<file path="src/soc_defs.svh">
`ifndef SOC_DEFS_SVH
`define SOC_DEFS_SVH

// Near regions from address bits 31..28
`define SOC_REGION_RAM       4'd2
`define SOC_REGION_BRIDGE    4'd5

// Far regions from address bits 27..24
`define SOC_FAR_TIMER        4'd5
`define SOC_FAR_IRQ          4'd8
`define SOC_FAR_SYSREG       4'd9

// On-chip RAM depth in words
`define SOC_RAM_WORDS        256

`define SOC_DEVICE_ID        32'd6

// Timer registers
`define SOC_TIMER_COUNTER    4'd0
`define SOC_TIMER_COMPARE    4'd1

// Interrupt controller registers
`define SOC_IRQ_PENDING      4'd0
`define SOC_IRQ_ENABLE       4'd1

// System registers
`define SOC_SYSREG_ID        4'd0
`define SOC_SYSREG_RAM_SIZE  4'd1
`define SOC_SYSREG_LEDS      4'd2
`define SOC_SYSREG_SCRATCH   4'd3

`endif

</file>
<file path="src/soc_pkg.sv">
`default_nettype none

package soc_pkg;

	// Bus address or data word
	typedef logic [31:0] word_t;

	// Near side uses bits 31..28, far side bits 27..24
	typedef logic [3:0] region_t;

	// Register index from address bits 5..2
	typedef logic [3:0] reg_index_t;

	// Bit 0 timer, bit 1 external input
	typedef logic [1:0] irq_vec_t;

endpackage

`default_nettype wire

</file>
<file path="src/bus_arbiter.sv">
`timescale 1ns/10ps
`default_nettype none

module bus_arbiter (
	input wire clock,
	input wire i_rst_n,

	// Port A, instruction reads only
	input wire i_ia_request,
	input wire soc_pkg::word_t i_ia_address,
	output logic o_ia_ready,
	output soc_pkg::word_t o_ia_rdata,

	// Port B, data
	input wire i_db_request,
	input wire i_db_rw,
	input wire soc_pkg::word_t i_db_address,
	input wire soc_pkg::word_t i_db_wdata,
	output logic o_db_ready,
	output soc_pkg::word_t o_db_rdata,

	// System bus
	output logic o_bus_request,
	output logic o_bus_rw,
	output soc_pkg::word_t o_bus_address,
	output soc_pkg::word_t o_bus_wdata,
	input wire soc_pkg::word_t i_bus_rdata,
	input wire i_bus_ready
);

	typedef enum logic [1:0] {
		st_idle,
		st_busy_a,
		st_busy_b
	} state_t;

	state_t state;
	logic grant_a, grant_b;

	// A master still holds request in its ready cycle
	assign grant_b = state == st_idle && i_db_request && !o_db_ready;
	assign grant_a = state == st_idle && i_ia_request && !o_ia_ready && !grant_b;

	always_ff @(posedge clock) begin
		if (!i_rst_n) begin
			state <= st_idle;
			o_bus_request <= 1'b0;
			o_ia_ready <= 1'b0;
			o_db_ready <= 1'b0;
		end else begin
			o_ia_ready <= state == st_busy_a && i_bus_ready;
			o_db_ready <= state == st_busy_b && i_bus_ready;
			if (grant_b) begin
				state <= st_busy_b;
				o_bus_request <= 1'b1;
			end else if (grant_a) begin
				state <= st_busy_a;
				o_bus_request <= 1'b1;
			end else if (state != st_idle && i_bus_ready) begin
				state <= st_idle;
				o_bus_request <= 1'b0;
			end
		end
	end

	// Latch the granted transfer and the returned word
	always_ff @(posedge clock) begin
		if (grant_b) begin
			o_bus_rw <= i_db_rw;
			o_bus_address <= i_db_address;
			o_bus_wdata <= i_db_wdata;
		end else if (grant_a) begin
			o_bus_rw <= 1'b0;
			o_bus_address <= i_ia_address;
			o_bus_wdata <= '0;
		end
		if (state == st_busy_a && i_bus_ready)
			o_ia_rdata <= i_bus_rdata;
		if (state == st_busy_b && i_bus_ready)
			o_db_rdata <= i_bus_rdata;
	end

endmodule

`default_nettype wire

</file>
<file path="config.mk">
export PLATFORM = sky130hd
export DESIGN_NAME = bus_arbiter
export DESIGN_NICKNAME = d
export VERILOG_FILES = /design/src/soc_defs.svh /design/src/soc_pkg.sv /design/src/bus_arbiter.sv
export SDC_FILE = /design/constraint.sdc
export NUM_CORES = 1
export LEC_CHECK = 0
export BUFFER_PORTS_ARGS = -buffer_cell sky130_fd_sc_hd__buf_2
export CORE_MARGIN = 2
export CORE_UTILIZATION = 44
export CTS_CLUSTER_DIAMETER = 80
export DETAILED_ROUTE_END_ITERATION = 12
export PLACE_DENSITY = 0.76
export SLEW_MARGIN = 20
export SYNTH_ARGS = -nofsm -noshare
export SYNTH_HDL_FRONTEND = slang
export SYNTH_SLANG_ARGS = --single-unit
export TNS_END_PERCENT = 20
</file>
<file path="constraint.sdc">
create_clock -name clock -period 3.6 [get_ports clock]
set_clock_uncertainty 0.05 [all_clocks]
set_input_delay 0.36 -clock clock [delete_from_list [all_inputs] [get_ports clock]]
set_output_delay 0.36 -clock clock [all_outputs]
set_load 0.005 [all_outputs]
</file>
# Word level (Yosys, flattened, before mapping)
# Index checks and enable logic that the tools add are counted.
# W data, S select, Z words.
dict set report totals {
  ff_bits 134
  latch_bits 0
  mem_bits_rw 0
  mem_bits_ro 0
  output_inout_bits 132
  n_memories 0
}
dict set report classes {
  addsub 0
  mul 0
  div 0
  magnitude_cmp 0
  eq_ne 2
  shift 0
  mux 12
  bitwise 1
  n_reduce_logical 17
}
# operator n
set ops {}
lappend ops {{$mux W32} 4}
lappend ops {{$logic_and A1 B1 Y1} 8}
lappend ops {{$mux W2} 3}
lappend ops {{$reduce_bool A2 Y1} 3}
lappend ops {{$mux W1} 5}
lappend ops {{$logic_not A1 Y1} 3}
lappend ops {{$reduce_bool A3 Y1} 1}
lappend ops {{$eq A2 B1 Y1 const B} 1}
lappend ops {{$eq A2 B2 Y1 const B} 1}
lappend ops {{$logic_not A2 Y1} 1}
lappend ops {{$reduce_or A2 Y1} 1}
lappend ops {{$not A1 Y1} 1}

# Longest topological paths before layout
# Gate-level depths: netlist of run 1.
dict set report depth {
  ltp_word 7
  ltp_mapped 5
}

# Worst setup path before layout of run 1
# Ideal clock, no wire load.
dict set report synth_path {
  kind {in2reg}
  from {in i_db_request}
  to {reg o_bus_address[0] (enable)}
  setup_time_ns 0.429
  t_arrival_ns 2.121
  t_required_ns 3.121
  slack_ns 1.000
  stages 2
  cell_sequence {nor2b_2 -> o21a_1}
}
dict set report synth_via {
  elab_chain_cells 5
}
# element line_no
set synth_lines {}
lappend synth_lines {{from (decl)} bus_arbiter.sv:15} ;# input wire i_db_request,
lappend synth_lines {{$logic_and A1 B1 Y1 (*) (2 in series)} bus_arbiter.sv:41} ;# assign grant_b = state == st_idle && i_db_request && !o_db_ready;
lappend synth_lines {{$logic_not A1 Y1} bus_arbiter.sv:42} ;# assign grant_a = state == st_idle && i_ia_request && !o_ia_ready && !grant_b;
lappend synth_lines {{$logic_and A1 B1 Y1} bus_arbiter.sv:42}
lappend synth_lines {{$reduce_bool A2 Y1 (no source line) (*)} n/a}
lappend synth_lines {{to (signal assigned)} bus_arbiter.sv:70} ;# o_bus_address <= i_db_address;
lappend synth_lines {{to (signal assigned)} bus_arbiter.sv:74} ;# o_bus_address <= i_ia_address;
lappend synth_lines {{to (decl)} bus_arbiter.sv:25} ;# output soc_pkg::word_t o_bus_address,
# Every way passes the cells marked *; elsewhere a longest branch is shown, timed or not.
# A chain may end at the register's enable or synchronous reset.

# Worst setup path in the final report of run 1
dict set report layout_path {
  from {reg state[1]}
  to {reg o_bus_address[31], data pin}
}
dict set report layout_via {
  elab_chain_cells 4
}
# element line_no
set layout_lines {}
lappend layout_lines {{from (decl)} bus_arbiter.sv:37} ;# state_t state;
lappend layout_lines {{from (signal assigned)} bus_arbiter.sv:46} ;# state <= st_idle;
lappend layout_lines {{from (signal assigned)} bus_arbiter.sv:54} ;# state <= st_busy_b;
lappend layout_lines {{from (signal assigned)} bus_arbiter.sv:57} ;# state <= st_busy_a;
lappend layout_lines {{$logic_not A2 Y1} bus_arbiter.sv:41}
lappend layout_lines {{$logic_and A1 B1 Y1 (2 in series)} bus_arbiter.sv:41}
lappend layout_lines {{$mux W32} bus_arbiter.sv:68} ;# if (grant_b) begin
# Every way passes these cells.

==> run summary, run 1 <==
The number of storage elements in the synthesis netlist came out at 134. The cell count after synthesis came out at 227. The critical path data arrival time is 2.42 ns. The wire length per cell is 16.0 um. The instance count on the critical path is 3. The post-synthesis share of cell area spent on xor and xnor gates is 0%. The synthesis-to-layout area growth is 48.3%. The slew at the pin closest to its max-slew limit is 0.577 ns. The internal power is 3.10 mW.

The cell row count is 38. The number of vias in the routed layout came out at 3179. The standard cell core area is 0.0108 mm^2. Based on the critical path, the design can be clocked at up to 451 MHz. The placed wire-length estimate came out at 8140 um.

The maximum number of pins on one net before global-route repair came out at 61. The effective utilization at floorplan is 45.0%. Synthesis instantiated 22 different standard cells from the library. Yosys mapped a number of flops with a built-in enable equal to 129.

By startpoint and endpoint, the worst setup path is classified as flip-flop to flip-flop. The number of primary I/O pins came out at 266. sky130_fd_sc_hd__edfxtp_1 takes more of the synthesized area than any other cell. By area the synthesized netlist is led by sky130_fd_sc_hd__edfxtp_1 80%, sky130_fd_sc_hd__mux2_4 8.7%, sky130_fd_sc_hd__and3_1 4.3%, sky130_fd_sc_hd__dfxtp_1 2.1%, sky130_fd_sc_hd__mux2_2 0.93%. For this design the ratio of total power to cell area is 554 mW/mm^2. The min-delay analysis places its worst path in the category primary input to flip-flop. After clock tree synthesis, the clock-pin slew on the worst setup and hold paths is 0.06 ns.

The cell count after placement is 626. The buffers plus inverters on the worst setup path came out at 0. The total count of max-transition violations in the final report came out at 0. In this run the remaining antenna-violating nets after routing total 0. The highest fanout seen on the critical path came out at 36. The final-layout worst hold slack came out at 0.0759 ns. The leakage power total is 3.23 nW.

The die extent in x is 109 um. The finished layout holds 690 standard cells, fillers aside. The combined global-route utilization of all metal layers came out at 18.0%. The type of element launching the critical path is a flip-flop. The share of total power in combinational logic is 11.3%.

The number of clock sinks seen by CTS came out at 134. The initial antenna violation count is 0. Measured in cells, the most critical reg-to-reg path has a length of 3. The net count after synthesis is 361. The startpoint of the tightest hold check path is i_rst_n. The clock network accounts for 40.9% of the total power.

The tool flagged a number of max-cap violations equal to 0. The data required time at the worst endpoint is 3.81 ns. The count of antenna diodes in the layout came out at 0. The initial detailed-routing violation count came out at 145. The aggregate global routing overflow came out at 0.

The setup violation total in the final timing report came out at 0. The fraction of the mapped netlist area in compound gates is 0.670%. The placer's final routability congestion estimate came out at 0.826.

The arithmetic-cell share of the synthesized area counting full adders, half adders and majority gates is 0%. Across all register-to-register paths, the minimum setup slack is 1.39 ns. The final sum of negative setup slack came out at 0 ns. The multiplexer area fraction after synthesis came out at 9.58%. CTS built an H-tree with a depth of 4. The clock latency of the later-clocked register in the worst-skew pair is 0.50 ns. The overall die height came out at 109 um. The clock root buffer master is sky130_fd_sc_hd__clkbuf_8.

The endpoint of the most critical register-to-register path is o_bus_address[31]. The most numerous cell in the Yosys netlist is sky130_fd_sc_hd__edfxtp_1. Once the clock tree was built, the resizer swapped 0 gates to a different size. The share of post-route cells with drive strength above 1 came out at 61.3%.

Summing the areas of all and, or, nand and nor instances in the mapped netlist gives 6.11% of the synthesized area. The launch point of the worst reg-to-reg path is state[1]. The count of input and output buffers is 265. The wire length of the first global-routing pass came out at 15400 um.

Measured on the finished design, the core utilization comes to 66.8%. The count of synthesis-stage warnings from yosys came out at 0. The delay of the slowest critical-path stage came out at 0.64 ns. For this run, asynchronously set or reset flops after synthesis account for 0%.

The die area came out at 0.0119 mm^2. In this run the power spent charging and discharging nets is 887 uW. The number of nets in the layout came out at 671. The worst setup path is captured at a flip-flop. For the finished layout, the period the worst path requires is 2.21 ns.

The average instance in the mapped netlist occupies 21.4 um^2. TritonCTS created 17 clock buffers. The overall routed net length is 11100 um. After synthesis, the most frequently instantiated cells are 129 x sky130_fd_sc_hd__edfxtp_1, 33 x sky130_fd_sc_hd__and3_1, 28 x sky130_fd_sc_hd__mux2_4, 6 x sky130_fd_sc_hd__clkbuf_1, 5 x sky130_fd_sc_hd__dfxtp_1. For hold timing, the worst endpoint is o_bus_request.

The clock passes through at most 2 buffers. The most used flip-flop cell after synthesis is sky130_fd_sc_hd__edfxtp_1. The post-detailed-route via-to-cell ratio came out at 4.61. The share of the synthesized area in the top cell type came out at 79.8%. Setup repair after global routing left no endpoint under its margin. The final-report hold violation count is 0. The first detailed-routing pass ran for 4 iterations.

The cell area after synthesis came out at 0.00486 mm^2. The number of global-route vias before repair is 3172. Of the available clock period, the critical path in the final layout requires 61.5%. Grouping stages by cell kind, the critical path spends the most delay in simple AND/OR/NAND/NOR gates. The worst vdd rail ir drop is 0.329 mV. The run finished with clean final reports. Among all stages on the critical path, the largest delay is contributed by sky130_fd_sc_hd__and2_4. The count of unresolved DRC violations after routing is 0. The headroom to the max-slew limit is 61.4%.

The worst hold path stage count is 2. The sequential cell area fraction in the yosys report came out at 81.8%. The sequential fraction of design power came out at 47.8%. TritonCTS built the clock tree. The switching share of power came out at 22.2%. The combinational family with the most area after synthesis is multiplexers. Walking the worst path, the cells encountered are nor2_4 > and2_4 > mux2_2.
## cells in the final DEF, fill, tap and decap left out, drive strengths merged, types with 2 or more instances in the layout
cell type	n
buf	269
mux2	32
edfxtp	129
nor2	2
and2	4
inv	4
dlygate4sd3	32
and3	33
nor2b	4
clkinv	5
bufinv	2
dfxtp	5
clkinvlp	3
o21a	3
clkbuf	18
## worst register-to-register path, delay by kind of cell (launching register included)
family           cells  cell delay (ns)
flip-flops           1             0.36
multiplexers         1             0.41
AND/OR/NAND/NOR      2             1.14
## cell families after synthesis
logic type,count (synthesis)
AOI/OAI and AO/OA,5
buffers and inverters,10
DFF,134
muxes,32
and+or+nand+nor,46
## per-stage QoR
| step | total power, mW | cell area (um^2) | worst slack, ns |
|---|---|---|---|
| after CTS | 4.04 | 7190 | 1.36 |
| after floorplan | 2.14 | 4860 | 1.00 |
| after global routing | 4.16 | 7200 | 1.23 |
| after global placement | 2.36 | 6320 | 1.45 |
| after detailed placement | 2.37 | 6320 | 1.36 |
| final | 3.99 | 7200 | 1.39 |
## final cells by class
type	count	area, um^2
sequential	134	3970
fill	757	3590
timing repair buffer	301	1690
multi-input combinational	83	798
clock buffer	18	418
tap	140	175
clock inverter	14	150
## routing by layer
layer | vias to the layer above | global-route usage (%) | part of all wire, %
met5 | - | 0 | 0
met4 | 0 | 9.34 | 2.7
met3 | 24 | 6.81 | 9.4
met2 | 185 | 31.9 | 51
met1 | 1460 | 18.4 | 36
li1 | 1510 | - | -
## power by group through the flow
| stage | combinational, mW | clock (mW) | sequential [mW] |
|---|---|---|---|
| 2_1_floorplan | 0.181 | 0 | 1.96 |
| 3_3_place_gp | 0.420 | 0 | 1.94 |
| 3_5_place_dp | 0.431 | 0 | 1.94 |
| 4_1_cts | 0.458 | 1.67 | 1.91 |
| 5_1_grt | 0.488 | 1.75 | 1.92 |
| 6_report | 0.451 | 1.63 | 1.91 |
## what timing repair did
action,CTS,global route
buffers inserted,0,0
hold buffers,31,1
endpoints found under the hold margin,62,2
## registers in the layout (all words and copies together), names as in the netlist
name	cells
o_ia_rdata	32
o_bus_rw	1
o_bus_address	32
state	2
o_bus_request	1
o_ia_ready	1
o_db_ready	1
o_bus_wdata	32
o_db_rdata	32
## how the worst max path moves through the flow
stage | start | slack [ns] | to
5_1_grt | state[1] | 1.23 | o_bus_address[31]
2_1_floorplan | i_db_request | 1.00 | o_bus_address[0]
6_report | state[1] | 1.39 | o_bus_address[31]
3_3_place_gp | state[1] | 1.45 | o_bus_address[25]
4_1_cts | state[1] | 1.36 | o_bus_address[31]
3_5_place_dp | state[1] | 1.36 | o_bus_address[31]
No activity file was read; power rests on OpenSTA's default activity.
==> inputs of run 2 (changes only) <==
==> constraint.sdc (replaced) <==
create_clock -name clock -period 2.2 [get_ports clock]
set_clock_uncertainty 0.05 [all_clocks]
set_input_delay 0.22 -clock clock [delete_from_list [all_inputs] [get_ports clock]]
set_output_delay 0.22 -clock clock [all_outputs]
set_load 0.005 [all_outputs]
==> run summary, run 2 (same netlist as run 1, synthesis figures left out) <==
The remaining number of nets flagged by the antenna check after routing is 0 (unchanged). The count of antenna diodes in the layout is 0 (unchanged). The number of nets in the layout is 772 (+15%). The post-route fraction of the period consumed by the critical path is 79.9% (+18 points). The hold buffer count at cts came out at 130 (+320%). The overall die height is 109 um (unchanged).

The count of input and output buffers came out at 265 (unchanged). Setup repair after global routing left no endpoint under its margin. Tracing the worst setup path back leads to its startpoint at state[1].

The power density over the cells is 833 mW/mm^2 (+50%). The worst vdd rail ir drop is 0.440 mV (+34%). The initial antenna violation count is 0 (unchanged). The placer's final routability congestion estimate came to 0.777 (-5.9%). The effective utilization at floorplan came out at 45.0% (unchanged). The standard cell core area came to 0.0108 mm^2 (unchanged). The clock period minus worst slack is 1.76 ns (-0.458 ns). STA classifies the critical path startpoint as a flip-flop. The maximum level of the CTS H-tree was 4 (unchanged).

The min-delay analysis places its worst path in the category primary input to flip-flop. The flow ran to the end, and the final reports show no timing, DRC or antenna violations. The number of maximum-capacitance violations is 0 (unchanged). The buffers plus inverters on the worst setup path is 0 (unchanged).

The die area came out at 0.0119 mm^2 (unchanged). The wire length per cell is 18.3 um (+14%). The post-detailed-route via-to-cell ratio is 4.79 (+3.9%).

The worst hold path stage count came out at 3 (+1). The path depth of the worst reg2reg path came to 3 (unchanged). The setup violation total in the final timing report came out at 0 (unchanged). The initial detailed-routing violation count was 202 (+39%). The number of clock sinks seen by CTS came to 134 (unchanged). The clock latency of the later-clocked register in the worst-skew pair is 0.50 ns (about the same). The maximum number of buffers from clock root to sink was 2 (unchanged). The clock transition at the register clock pins on the worst setup and hold paths after CTS came out at 0.06 ns (about the same). The highest fanout seen on the critical path came out at 33 (-8.3%).

The cell row count came out at 38 (unchanged). The first-pass iteration count of the detailed router was 4 (unchanged). The final cell utilization of the core came out at 76.3% (+9.5 points). The startpoint of the tightest hold check path is i_bus_ready. The data required time at the worst endpoint came to 2.41 ns (-1.40 ns). The library cell used most frequently in the layout, excluding fill and tap cells, is sky130_fd_sc_hd__buf_2. The maximum number of pins on one net before global-route repair came out at 48 (-21%). The maximum operating frequency is 569 MHz (+26%). The final-layout worst hold slack is 0.0435 ns (-0.0324 ns). The count of cells resized by post-cts repair is 0 (unchanged).

The synthesis-to-layout area growth came out at 69.5%. CTS placed an instance of sky130_fd_sc_hd__clkbuf_8 at the clock tree root. The critical path data arrival time was 1.97 ns (-0.45 ns). The slew at the pin closest to its max-slew limit is 0.614 ns (+0.0373 ns).

The overall routed net length was 14500 um (+31%). The number of buffers created by CTS is 17 (unchanged). The aggregate global routing overflow is 0 (unchanged). On the critical path, the stage with the largest delay is an instance of sky130_fd_sc_hd__and2_4.

In this design, the largest share of critical-path delay is due to simple AND/OR/NAND/NOR gates. The die extent in x came to 109 um (unchanged). The number of global-route vias before repair is 4104 (+29%). The kind of end point of the critical path is a flip-flop. TritonCTS built the clock tree. The instance count on the critical path is 3 (unchanged). The leakage power total is 3.66 nW (+13%). The placed wire-length estimate is 8140 um (about the same).

The count of unresolved DRC violations after routing came out at 0 (unchanged). The delay of the slowest critical-path stage came to 0.54 ns (-0.10 ns). The total count of max-transition violations in the final report is 0 (unchanged). The number of post-CTS setup repair buffers came to 0 (unchanged). The wire length of the first global-routing pass is 20500 um (+33%). The startpoint identified for the worst register-to-register timing path is state[1]. The share of post-route cells with drive strength above 1 is 52.2% (-9.0 points).

In the layout the commonest cells are 265 x sky130_fd_sc_hd__buf_2, 130 x sky130_fd_sc_hd__dlygate4sd3_1, 129 x sky130_fd_sc_hd__edfxtp_1. The number of primary I/O pins came out at 266 (unchanged). The combined global-route utilization of all metal layers is 24.0% (+6.0 points). The final-report hold violation count is 0 (unchanged). The category of the critical setup timing path is flip-flop to flip-flop. Traced cell by cell, the critical path runs through nor2_4 > and2_4 > mux2_2. The headroom to the max-slew limit came out at 59.0% (-2.4 points). The post-route total power is 6.86 mW (+72%). The number of vias in the routed layout is 3786 (+19%).
-- run 2: changes by cell type in the layout (fill, tap and decap cells not counted), sizes merged --
cell | previous run | this run
clkinvlp | 3 | 4
clkbuf | 18 | 17
inv | 4 | 3
dlygate4sd3 | 32 | 130
buf | 269 | 272
bufinv | 2 | 3
-- run 2: worst paths after layout --
kind | endpoint | slack, ns
min reg2reg | o_bus_request | 0.52
max reg2reg | o_bus_address[26] | 0.44
max | o_bus_address[26] | 0.44
min | state[1] | 0.04
-- run 2: per-layer routing --
| metal | GRT usage [%] | share of wire, % | wire length [um] |
|---|---|---|---|
| met5 | 0 | 0 | 0 |
| met1 | 24.6 | 36 | 5160 |
| met3 | 7.23 | 8.6 | 1240 |
| met4 | 12.4 | 3.4 | 496 |
| met2 | 43.7 | 52 | 7610 |
-- run 2: power by group --
group	switching, mW	total, mW	leakage (nW)	internal [mW]
clock network	1.05	2.78	0.279	1.73
logic	0.412	0.928	2.10	0.516
registers	0.0743	3.14	1.28	3.07
total	1.54	6.86	3.66	5.31
-- run 2: layout make-up --
class / count / area [um^2]
repair buffers: 402 / 2690
multi-input cells: 83 / 798
fillers: 583 / 2560
well taps: 140 / 175
clock inverters: 15 / 178
clock buffers: 17 / 414
flip-flops and latches: 134 / 3970
-- run 2: worst min-delay path, delay by kind of cell --
kind / cells / cell delay, ns
simple gates: 1 / 0.06
compound gates: 1 / 0.15
buf+inv: 1 / 0.12
-- run 2: metrics by stage --
stage | setup WS, ns | std cells | instance area, um^2 | TNS (ns)
6_report | 0.443 | 791 | 8230 | 0
4_1_cts | 0.450 | 791 | 8230 | 0
3_5_place_dp | 0.447 | 629 | 6340 | 0
2_1_floorplan | -0.104 | 227 | 4860 | -3.33
5_1_grt | 0.382 | 791 | 8230 | 0
3_3_place_gp | 0.512 | 629 | 6340 | 0
